### src/logic/fpRoundCfg.svh
/*
 * Field widths and register map for the binary32 rounding unit.
 * Only IEEE 754 single precision is supported; the datapath assumes
 * a 32-bit word with one sign bit. The register port has a single
 * address bit, so only two registers exist.
 */

`ifndef FP_ROUND_CFG_SVH
`define FP_ROUND_CFG_SVH

// ============================================================
// Floating-point format
// ============================================================
`define FP_EXP_BITS 8
`define FP_FRAC_BITS 23
`define FP_BIAS 127

// ============================================================
// Register addresses
// ============================================================
// Mode register with the output select and saturation enable
`define REG_MODE 1'b0
// Status register with the sticky overflow flag in bit 0
`define REG_STATUS 1'b1

`endif

### src/logic/fpRoundPkg.sv
/*
 * Shared types of the rounding unit.
 * fpWord carries either a binary32 value or a signed integer.
 * Which view is valid depends on the mode at the point of use.
 */

`include "fpRoundCfg.svh"

package fpRoundPkg;

	// Float view of the word, most significant field first
	typedef struct packed {
		logic                     sign;
		logic [`FP_EXP_BITS-1:0]  exponent;
		logic [`FP_FRAC_BITS-1:0] fraction;
	} fpFields;

	// The same 32 bits read as a float or as a two's complement integer
	// The stages write the float view, the converter writes the raw view
	typedef union packed {
		fpFields            fields;
		logic signed [31:0] raw;
	} fpWord;

	// Bit positions in the mode register
	// Set to select the integer result instead of the chopped float
	localparam int MODE_TO_INT = 0;
	// Set to clamp out-of-range conversions instead of wrapping
	localparam int MODE_SAT = 1;

endpackage

### src/logic/fpTrunc.sv
/*
 * Chop stage: clears the fraction bits below the binary point.
 * Magnitudes below one become +0, sign included, and denormals fall
 * in that group. Values already integral, infinity and NaN pass
 * unchanged. One cycle of latency when ce is high.
 */

`timescale 1ns/100ps
`include "fpRoundCfg.svh"

module fpTrunc (
	input  logic              clk,
	input  logic              reset,
	input  logic              ce,
	input  fpRoundPkg::fpWord a,
	output fpRoundPkg::fpWord q
);
	import fpRoundPkg::*;

	// Width of a shift count that can reach the full fraction width
	localparam int SHW = $clog2(`FP_FRAC_BITS + 1);

	localparam logic [`FP_EXP_BITS-1:0] BIAS = `FP_BIAS;
	// Smallest exponent at which every fraction bit is integral
	localparam logic [`FP_EXP_BITS-1:0] INTEGRAL_EXP = `FP_BIAS + `FP_FRAC_BITS;
	localparam logic [SHW-1:0] FRAC_BITS = `FP_FRAC_BITS;

	logic [`FP_EXP_BITS-1:0]  unbiased;
	logic [SHW-1:0]           shamt;
	logic [`FP_FRAC_BITS-1:0] fracMask;
	fpWord                    chopped;

	// ============================================================
	// Mask generation
	// ============================================================
	always_comb begin
		// Only meaningful when the exponent lies in [BIAS, INTEGRAL_EXP)
		unbiased = a.fields.exponent - BIAS;
		// Number of fraction bits that sit below the binary point
		shamt = FRAC_BITS - unbiased[SHW-1:0];
		// Ones over the integral part of the fraction, zeros below it
		// An exponent of exactly BIAS shifts every bit out and leaves 1.0
		fracMask = {`FP_FRAC_BITS{1'b1}} << shamt;
	end

	// ============================================================
	// Chop
	// ============================================================
	always_comb begin
		chopped = a;
		if (a.fields.exponent < BIAS) begin
			// Magnitude below one, result is positive zero
			chopped = '0;
		end else if (a.fields.exponent < INTEGRAL_EXP) begin
			// Sign and exponent are kept, only the fraction is trimmed
			chopped.fields.fraction = a.fields.fraction & fracMask;
		end
		// Otherwise the value is already integral, or it is inf or NaN
	end

	// Output register, held while ce is low
	always_ff @(posedge clk) begin
		if (reset) begin
			q <= '0;
		end else if (ce) begin
			q <= chopped;
		end
	end

endmodule

### src/logic/fpToInt.sv
/*
 * Conversion stage: turns an already chopped binary32 value into a
 * signed 32-bit integer. Fraction bits below the binary point are
 * dropped if present. Out-of-range values, infinity and NaN raise
 * overflow and either wrap to 0x80000000 or clamp when saturate is
 * set. One cycle of latency when ce is high.
 */

`timescale 1ns/100ps
`include "fpRoundCfg.svh"

module fpToInt (
	input  logic              clk,
	input  logic              reset,
	input  logic              ce,
	input  logic              saturate,
	input  fpRoundPkg::fpWord a,
	output fpRoundPkg::fpWord q,
	output logic              overflow
);
	import fpRoundPkg::*;

	// Shifter wide enough for the mantissa moved up by 31 places
	localparam int WIDE = `FP_FRAC_BITS + 32;

	localparam logic [`FP_EXP_BITS-1:0] BIAS = `FP_BIAS;
	// Exponent of 2^31, the first magnitude that does not fit
	localparam logic [`FP_EXP_BITS-1:0] MAX_EXP = `FP_BIAS + 31;
	localparam logic [31:0] INT_MAX = 32'h7FFF_FFFF;
	localparam logic [31:0] INT_MIN = 32'h8000_0000;

	logic                     isSpecial;
	logic                     isNan;
	logic                     belowOne;
	logic                     tooBig;
	logic                     isMinInt;
	logic                     ovf;
	logic [`FP_EXP_BITS-1:0]  unbiased;
	logic [`FP_FRAC_BITS:0]   mant;
	logic [WIDE-1:0]          shifted;
	logic [31:0]              magnitude;
	fpWord                    conv;

	always_comb begin
		// Classify the input
		isSpecial = a.fields.exponent == '1;
		isNan = isSpecial && (a.fields.fraction != '0);
		belowOne = a.fields.exponent < BIAS;
		tooBig = a.fields.exponent >= MAX_EXP;
		// -2^31 is the one value at MAX_EXP that still fits
		isMinInt = a.fields.sign && (a.fields.exponent == MAX_EXP) &&
			(a.fields.fraction == '0);
		ovf = isSpecial || (tooBig && !isMinInt);

		// Hidden one in front of the fraction, then scale by 2^unbiased
		// The binary point sits FP_FRAC_BITS places up in the shifter
		unbiased = a.fields.exponent - BIAS;
		mant = {1'b1, a.fields.fraction};
		shifted = WIDE'(mant) << unbiased[4:0];
		magnitude = shifted[WIDE-1:`FP_FRAC_BITS];

		if (ovf) begin
			// NaN clamps high whatever its sign bit says
			if (saturate && (!a.fields.sign || isNan))
				conv.raw = INT_MAX;
			else
				conv.raw = INT_MIN;
		end else if (belowOne) begin
			conv.raw = '0;
		end else if (isMinInt) begin
			conv.raw = INT_MIN;
		end else begin
			conv.raw = a.fields.sign ? -magnitude : magnitude;
		end
	end

	always_ff @(posedge clk) begin
		if (reset) begin
			q <= '0;
			overflow <= 1'b0;
		end else if (ce) begin
			q <= conv;
			overflow <= ovf;
		end
	end

endmodule

### src/logic/fpRoundRegs.sv
/*
 * Mode and status registers behind a four-phase req/ack port.
 * cfgAck follows cfgReq one edge later, and the access happens on
 * the edge that raises cfgAck. Read data holds until the next access.
 * The sticky overflow flag is set by ovfEvent and cleared by writing 1.
 */

`timescale 1ns/100ps
`include "fpRoundCfg.svh"

module fpRoundRegs (
	input  logic        clk,
	input  logic        reset,
	input  logic        cfgReq,
	input  logic        cfgWrite,
	input  logic        cfgAddr,
	input  logic [31:0] cfgWdata,
	output logic        cfgAck,
	output logic [31:0] cfgRdata,
	input  logic        ovfEvent,
	output logic        toInt,
	output logic        saturate
);
	import fpRoundPkg::*;

	logic        access;
	logic        ovfSticky;
	logic [31:0] readData;

	// A new request is one that has not been acknowledged yet
	assign access = cfgReq && !cfgAck;

	// ============================================================
	// Handshake and register state
	// ============================================================
	always_ff @(posedge clk) begin
		if (reset) begin
			cfgAck <= 1'b0;
			toInt <= 1'b0;
			saturate <= 1'b0;
			ovfSticky <= 1'b0;
		end else begin
			// Rises after req is seen high, falls after req is seen low
			cfgAck <= cfgReq;

			if (access && cfgWrite && (cfgAddr == `REG_MODE)) begin
				toInt <= cfgWdata[MODE_TO_INT];
				saturate <= cfgWdata[MODE_SAT];
			end

			// A new overflow beats a clearing write on the same edge
			if (ovfEvent)
				ovfSticky <= 1'b1;
			else if (access && cfgWrite && (cfgAddr == `REG_STATUS) && cfgWdata[0])
				ovfSticky <= 1'b0;
		end
	end

	// Read mux, unused bits read as zero
	always_comb begin
		readData = '0;
		if (cfgAddr == `REG_MODE) begin
			readData[MODE_TO_INT] = toInt;
			readData[MODE_SAT] = saturate;
		end else begin
			readData[0] = ovfSticky;
		end
	end

	// Captured on every access, so a write returns the old contents
	always_ff @(posedge clk) begin
		if (access)
			cfgRdata <= readData;
	end

endmodule

### src/logic/fpRoundUnit.sv
/*
 * Top of the rounding unit: chop stage, integer conversion stage and
 * the control registers. One operation is in flight at a time on a
 * four-phase opReq/opAck port; opAck rises three edges after the
 * edge that captures the operand. The mode must not change while an
 * operation is running.
 */

`timescale 1ns/100ps

module fpRoundUnit (
	input  logic              clk,
	input  logic              reset,
	// Operation port
	input  logic              opReq,
	input  fpRoundPkg::fpWord opData,
	output logic              opAck,
	output fpRoundPkg::fpWord result,
	output logic              resultOverflow,
	// Register port
	input  logic              cfgReq,
	input  logic              cfgWrite,
	input  logic              cfgAddr,
	input  logic [31:0]       cfgWdata,
	output logic              cfgAck,
	output logic [31:0]       cfgRdata
);
	import fpRoundPkg::*;

	// Run count at which the converter output is valid
	localparam logic [1:0] RUN_LAST = 2'd2;

	logic       running;
	logic [1:0] runCount;
	logic       accept;
	logic       finish;
	logic       ce;
	logic       toInt;
	logic       saturate;
	logic       intOverflow;
	logic       ovfGated;
	logic       ovfEvent;
	fpWord      opReg;
	fpWord      truncQ;
	fpWord      intQ;

	// ============================================================
	// Operation sequencer
	// ============================================================
	// Idle means neither running nor holding an ack
	assign accept = opReq && !running && !opAck;
	assign finish = running && (runCount == RUN_LAST);
	// Both stages advance on the first two run cycles
	// The chop stage loads twice from the same operand, which is harmless
	assign ce = running && (runCount != RUN_LAST);

	always_ff @(posedge clk) begin
		if (reset) begin
			running <= 1'b0;
			runCount <= '0;
			opAck <= 1'b0;
		end else if (accept) begin
			running <= 1'b1;
			runCount <= '0;
		end else if (finish) begin
			running <= 1'b0;
			opAck <= 1'b1;
		end else if (running) begin
			runCount <= runCount + 2'd1;
		end else if (opAck && !opReq) begin
			// Master has released the request, close the cycle
			opAck <= 1'b0;
		end
	end

	// Operand capture on the accepting edge
	always_ff @(posedge clk) begin
		if (accept)
			opReg <= opData;
	end

	// ============================================================
	// Datapath
	// ============================================================
	fpTrunc u_trunc (
		.clk   (clk),
		.reset (reset),
		.ce    (ce),
		.a     (opReg),
		.q     (truncQ)
	);

	fpToInt u_toInt (
		.clk      (clk),
		.reset    (reset),
		.ce       (ce),
		.saturate (saturate),
		.a        (truncQ),
		.q        (intQ),
		.overflow (intOverflow)
	);

	// Overflow only counts when the integer result is the one delivered
	assign ovfGated = toInt && intOverflow;
	// Single pulse per finished operation into the sticky flag
	assign ovfEvent = finish && ovfGated;

	// Result register, held for the whole ack phase
	always_ff @(posedge clk) begin
		if (finish) begin
			result <= toInt ? intQ : truncQ;
			resultOverflow <= ovfGated;
		end
	end

	fpRoundRegs u_regs (
		.clk      (clk),
		.reset    (reset),
		.cfgReq   (cfgReq),
		.cfgWrite (cfgWrite),
		.cfgAddr  (cfgAddr),
		.cfgWdata (cfgWdata),
		.cfgAck   (cfgAck),
		.cfgRdata (cfgRdata),
		.ovfEvent (ovfEvent),
		.toInt    (toInt),
		.saturate (saturate)
	);

endmodule

### config.mk
export PLATFORM = sky130hd
export DESIGN_NAME = fpRoundUnit
export DESIGN_NICKNAME = d
export VERILOG_FILES = /design/src/logic/fpRoundPkg.sv /design/src/logic/fpTrunc.sv /design/src/logic/fpToInt.sv /design/src/logic/fpRoundRegs.sv /design/src/logic/fpRoundUnit.sv
export VERILOG_INCLUDE_DIRS = /design/src /design/src/logic
export SDC_FILE = /design/constraint.sdc
export NUM_CORES = 1
export LEC_CHECK = 0
export BUFFER_PORTS_ARGS = -buffer_cell sky130_fd_sc_hd__clkbuf_2
export CAP_MARGIN = 20
export CORE_UTILIZATION = 55
export DETAILED_ROUTE_END_ITERATION = 10
export PLACE_DENSITY = 0.76
export RECOVER_POWER = 100
export SYNTH_ARGS = -nofsm -noshare
export SYNTH_HDL_FRONTEND = slang
export SYNTH_SLANG_ARGS = --single-unit
### constraint.sdc
create_clock -name clk -period 10.1 [get_ports clk]
set_clock_uncertainty 0.15 [all_clocks]
set_input_delay 3.03 -clock clk [delete_from_list [all_inputs] [get_ports clk]]
set_output_delay 3.03 -clock clk [all_outputs]
set_load 0.02 [all_outputs]
# Word level (Yosys, flattened, before mapping)

Cells that the tools add are included.

Flip-flop bits (word level): 140
Latch bits: 0
RAM bits: 0
Bits in read-only memories: 0
Input port bits: 70
Output and inout port bits: 67
Logic and storage cells: 85
Memories kept: 0

$add $sub $neg: 5
Multipliers: 0
Div/mod/pow operators: 0
Magnitude comparators: 4
Equality and inequality tests: 5
Shift-type cells: 2
Muxes and demuxes: 17
Bitwise logic cells: 4
Reductions and logical operators: 33

Operators with widths:

| operator                                                              | count |
|---|---|
| 32-bit 2-to-1 mux                                                     | 6 |
| 24-bit by 5-bit left shift with 55-bit output                         | 1 |
| 23-bit 2-to-1 mux                                                     | 2 |
| 32-bit negation                                                       | 1 |
| 23-bit AND                                                            | 1 |
| 23-bit logical NOT                                                    | 1 |
| 23-bit nonzero test                                                   | 1 |
| 23-bit by 5-bit left shift with 23-bit output (first input constant)  | 1 |
| 1-bit logical AND                                                     | 17 |
| 8-bit == test (second input constant)                                 | 2 |
| 8-bit by 7-bit < comparator with 1-bit output (second input constant) | 2 |
| 5-bit subtractor (second input constant)                              | 2 |
| 9-bit 2-to-1 mux                                                      | 1 |
| 8-bit >= comparator (second input constant)                           | 1 |
| 8-bit < comparator (second input constant)                            | 1 |
| 1-bit 2-to-1 mux                                                      | 8 |
| 1-bit logical NOT                                                     | 6 |
| 2-bit nonzero test                                                    | 3 |
| 5-bit subtractor (first input constant)                               | 1 |
| 1-bit NOT                                                             | 3 |
| 3-bit AND reduction                                                   | 1 |
| 2-bit by 1-bit adder with 2-bit output (second input constant)        | 1 |
| 2-bit == test (second input constant)                                 | 1 |
| 1-bit logical OR                                                      | 2 |
| other kinds (4)                                                       | 4 |

# Longest topological paths before layout

Depth after elaboration: 7
Depth in mapped cells: 19
Depth with buffers taken out: 13

# Modules after synthesis

From an unflattened synthesis, not the netlist that was laid out.

Cell total of the unflattened synthesis: 960
Area, all modules: 9,334.0 um^2

By module, submodules not included:

| module      | instances | cells an instance | area an instance (um^2) | seq. area each (um^2) |
|---|---|---|---|---|
| fpToInt     | 1         | 619               | 4,654.5                 | 660.6 |
| fpRoundUnit | 1         | 122               | 2,688.8                 | 2,031.9 |
| fpTrunc     | 1         | 168               | 1,502.7                 | 640.6 |
| fpRoundRegs | 1         | 51                | 488.0                   | 140.1 |

# Worst setup path before layout

OpenSTA, ideal clock, no wires.

Path kind: input -> register
Start point: input port opReq
End point: register opReg[0] (netlist name), enable pin
Library setup time: 0.475 ns
Arrival: 5.543 ns
Data required time: 9.475 ns
Setup slack: 3.932 ns
Cell stages on the path: 1
Buffers on the path: 0
Cells stage by stage: nor3b_1

Word-level cells in the longest chain between the ends: 2

RTL lines:

| what                           | line              | RTL |
|---|---|---|
| start, declared                | fpRoundUnit.sv:15 | `input logic opReq,` |
| 1-bit logical AND (2 in a row) | fpRoundUnit.sv:51 | `assign accept = opReq && !running && !opAck;` |
| end signal, assigned           | fpRoundUnit.sv:79 | `opReg <= opData;` |
| end, declared                  | fpRoundUnit.sv:43 | `fpWord opReg;` |

Every way passes these cells.
A chain may end at the register's enable or synchronous reset.

==> results.py <==
metrics = {
    "finish": {
        "synthToLayoutAreaGrowth_pct": 9.055,
        "finalInstanceArea_um2": 9674,
        "utilization_pct": 61.12,
        "nets": 1025,
        "drive_above_1_share_pct": 17.43,
        "antenna_cells": 0,
    },
    "timing": {
        "worst_pin_slew_ns": 2.816,
        "setup_violations": 0,
        "fin_crit_sh_pct": 61.09,
        "drv_slew": 171,
        "rsz0062_at_grt": "no",
        "clock.fmax_mhz": 162.1,
        "finalHoldViolations": 0,
        "slew_headroom_pct": -87.76,
        "fin_setup_tns_ns": 0,
        "fin_crit_ns": 6.171,
    },
    "clock_tree": {
        "htree_num_levels": 4,
        "cts_resized": 0,
        "clk_path_buf_depth": 2,
        "clkSlewWorstSetupHoldPaths_ns": 0.06,
        "cts_root_buf": "clkbuf_16",
        "cts_buffers": 17,
        "cts.sink_count": 140,
        "cts-hold-fix-buffers": 0,
        "cts_tree": "yes",
        "cts_setup_buffers": 0,
        "clkLatencyLatePin_ns": 0.44,
    },
    "logic_synthesis": {
        "synth_area_leader_cell": "edfxtp_1",
        "yosys.area_share.simple_pct": 15.78,
        "synth_cells": 899,
        "synthMuxAreaShare_pct": 16.11,
        "ys_seq_area_share_pct": 39.15,
        "yosysTopAreaCellShare_pct": 22.68,
        "ys_types": 83,
        "netlist_area_um2": 8871,
        "syn_area_per_cell_um2": 9.868,
        "synth_top_family_by_area": "compound AO/OA/AOI/OAI gates",
        "yosys-top-cells-area": "edfxtp_1 (23%), dfxtp_1 (16%), mux2_2 (5.6%)",
        "synthArstFlopShare_pct": 0,
        "synthAdderAreaFrac_pct": 1.410,
        "ys_warn_count": 0,
        "synth_top_flop_cell": "dfxtp_1",
        "synth_edf_count": 67,
        "synth-seq-cells": 140,
        "synth-xor-area-share_pct": 3.907,
        "synth_compound_area_share_pct": 17.14,
    },
    "worst_setup_path": {
        "criticalPathCategory": "in2reg",
        "crit_slowest_cell": "clkbuf_1",
        "worstPathRequired_ns": 10.23,
        "r2r_end": "u_toInt.q[31]$_SDFFE_PP0P_",
        "timing.reg2reg.setup_slack_ns": 5.17,
        "crit_arrival_ns": 6.30,
        "critPathMaxStageDelay_ns": 1.97,
        "end_kind": "flip-flop",
        "cp_cell_sequence": "clkbuf_2, clkbuf_1, inv_1, o21ai_0, a31oi_1",
        "r2r_cells": 11,
        "path_max_fanout": 60,
        "r2r-start": "u_trunc.q[23]$_SDFFE_PP0P_",
        "critPathLaunchType": "primary input",
    },
    "power_and_ir_drop": {
        "peakVddDrop_mv": 0.1596,
        "p_per_area_nw_per_um2": 150.8,
        "p_leak_nw": 3.599,
    },
    "worst_hold_path": {
        "hold_end": "u_regs.saturate$_SDFFE_PP0P_",
        "hold_path_depth": 2,
        "hold_class": "reg2reg",
        "worstHoldStart": "u_regs.saturate$_SDFFE_PP0P_",
    },
    "drt": {
        "first_pass_iters": 6,
        "drc": 0,
        "wl_per_cell_um": 20.12,
        "vias": 7370,
        "wl_mm": 23.62,
        "drtAntennaViolNets": 0,
        "vias_per_cell": 6.278,
        "drt_iter0_drc": 796,
    },
    "run_status": {
        "status": "finished with violations",
        "violations": "capacitance limit, slew limit",
    },
    "floorplanning": {
        "ioPinCount": 137,
        "die_y_um": 129,
        "fp.coreArea_um2": 15830,
        "die_area_um2": 16640,
        "start_util_pct": 56.05,
        "rows": 46,
        "dieWidth_um": 129,
    },
    "global_route": {
        "grt_max_degree": 61,
        "grt_overflow": 0,
        "first_global_vias": 6687,
        "track_usage_pct": 29.50,
        "antenna_found_initial": 0,
        "grt_pass1_wl_mm": 36.76,
    },
    "placement": {
        "gp_congestion": 0.9855,
        "dpl_cell_area_um2": 9215,
        "numPortBuffers": 76,
        "dp_hpwl_mm": 16.81,
    },
    "run": {
        "max_cap_viol_count": 4,
    },
}
layout by cell type, fill, tap and decap left out, drive strengths merged, types with 18 or more instances in the layout:
master	instances
mux2	52
nand2	56
a21oi	50
nor3	24
xnor2	21
o21ai	48
edfxtp	67
conb	30
dfxtp	73
nor2	101
clkbuf	99
nand3	33
mux4	18
mux2i	43
metal layers:
metal | global-route usage [%] | routed length [µm]
met5 | 0 | 0
met1 | 39.46 | 10080
met4 | 13.36 | 747
met3 | 6.237 | 1800
met2 | 45.95 | 10990
metrics by stage:
| stage | power [mW] | std cells | hold slack (ns) | setup WS, ns |
|---|---|---|---|---|
| 6_report | 1.459 | 1174 | 0.3354 | 3.929 |
| 5_1_grt | 1.508 | 1174 | 0.3520 | 3.687 |
| 4_1_cts | 1.460 | 1174 | 0.3346 | 5.329 |
| 3_5_place_dp | 0.9055 | 1142 | 0.3271 | 5.338 |
| 3_3_place_gp | 0.9019 | 1142 | 0.3136 | 5.408 |
| 2_1_floorplan | 0.8524 | 928 | 0.2982 | 3.932 |
worst max path at each step:
| stage | start | to | slack, ns | cells after the start |
|---|---|---|---|---|
| 2_1_floorplan | opReq | opReg[0]$_DFFE_PP_ | 3.93 | 1 |
| 3_5_place_dp | u_trunc.q[23]$_SDFFE_PP0P_ | u_toInt.q[22]$_SDFFE_PP0P_ | 5.34 | 11 |
| 4_1_cts | u_trunc.q[23]$_SDFFE_PP0P_ | u_toInt.q[22]$_SDFFE_PP0P_ | 5.33 | 11 |
| 3_3_place_gp | u_trunc.q[23]$_SDFFE_PP0P_ | u_toInt.q[22]$_SDFFE_PP0P_ | 5.41 | 11 |
| 6_report | reset | u_toInt.q[23]$_SDFFE_PP0P_ | 3.93 | 5 |
| 5_1_grt | reset | u_toInt.q[23]$_SDFFE_PP0P_ | 3.69 | 5 |
report_power, final:
part / switching (mW) / internal, mW / leakage [nW] / total [mW]
sequential: 0.0281 / 0.627 / 1.23 / 0.655
combinational: 0.159 / 0.0865 / 2.13 / 0.245
clock: 0.246 / 0.313 / 0.240 / 0.559
total: 0.433 / 1.03 / 3.60 / 1.46
kinds of logic (layout without fill, tap and decap cells):
group / after synthesis / in the layout
and+or+nand+nor: 282 / 282
AOI/OAI and AO/OA: 219 / 219
DFF: 140 / 140
muxes: 113 / 113
buffers and inverters: 103 / 133
xor gates and xnor gates: 31 / 31
adders and majority gates: 10 / 10
other: 1 / 30
worst max-delay path: cells and delay by family:
kind | cells | cell delay, ns
buffers and inverters | 3 | 2.86
AO/OA/AOI/OAI | 2 | 0.38
cell usage after synthesis (4+ instances only):
| master | instances |
|---|---|
| o21ai_0 | 41 |
| mux2i_1 | 42 |
| nand2_1 | 56 |
| nor4_1 | 9 |
| and2_1 | 8 |
| or3_1 | 4 |
| nor2b_1 | 9 |
| a211oi_1 | 9 |
| xor2_1 | 9 |
| mux2_1 | 7 |
| a31oi_1 | 15 |
| nor3_1 | 23 |
| mux2_2 | 44 |
| nand4_1 | 6 |
| nand3_1 | 30 |
| a21oi_1 | 50 |
| edfxtp_1 | 67 |
| a32oi_1 | 14 |
| and3_1 | 5 |
| inv_1 | 10 |
| o211a_1 | 5 |
| o21ai_1 | 7 |
| ha_1 | 10 |
| clkbuf_1 | 37 |
| buf_1 | 5 |
| buf_2 | 9 |
| nor2_1 | 100 |
| a41oi_1 | 8 |
| xnor2_1 | 18 |
| a22oi_1 | 14 |
| buf_6 | 5 |
| o211ai_1 | 14 |
| nand2b_1 | 15 |
| dfxtp_1 | 73 |
| mux4_2 | 18 |
| buf_4 | 36 |
layout make-up:
class                           count  area, µm²
Inverter                           11      43.79
Fill cell                        1346       6153
Timing Repair Buffer               90      422.9
Clock inverter                     13      93.84
Tap cell                          216      270.3
Clock buffer                       19      432.9
Multi-Input combinational cell    685       4936
Sequential cell                   140       3475
registers in the layout, indices dropped and copies added (netlist names):
register / flops
u_trunc.q: 32
u_regs.toInt: 1
result: 32
u_regs.ovfSticky: 1
opReg: 32
runCount: 2
u_toInt.overflow: 1
resultOverflow: 1
u_regs.saturate: 1
u_regs.cfgAck: 1
u_regs.cfgRdata: 2
u_toInt.q: 32
opAck: 1
running: 1
Note: power is estimated with default switching activity, not from simulation.
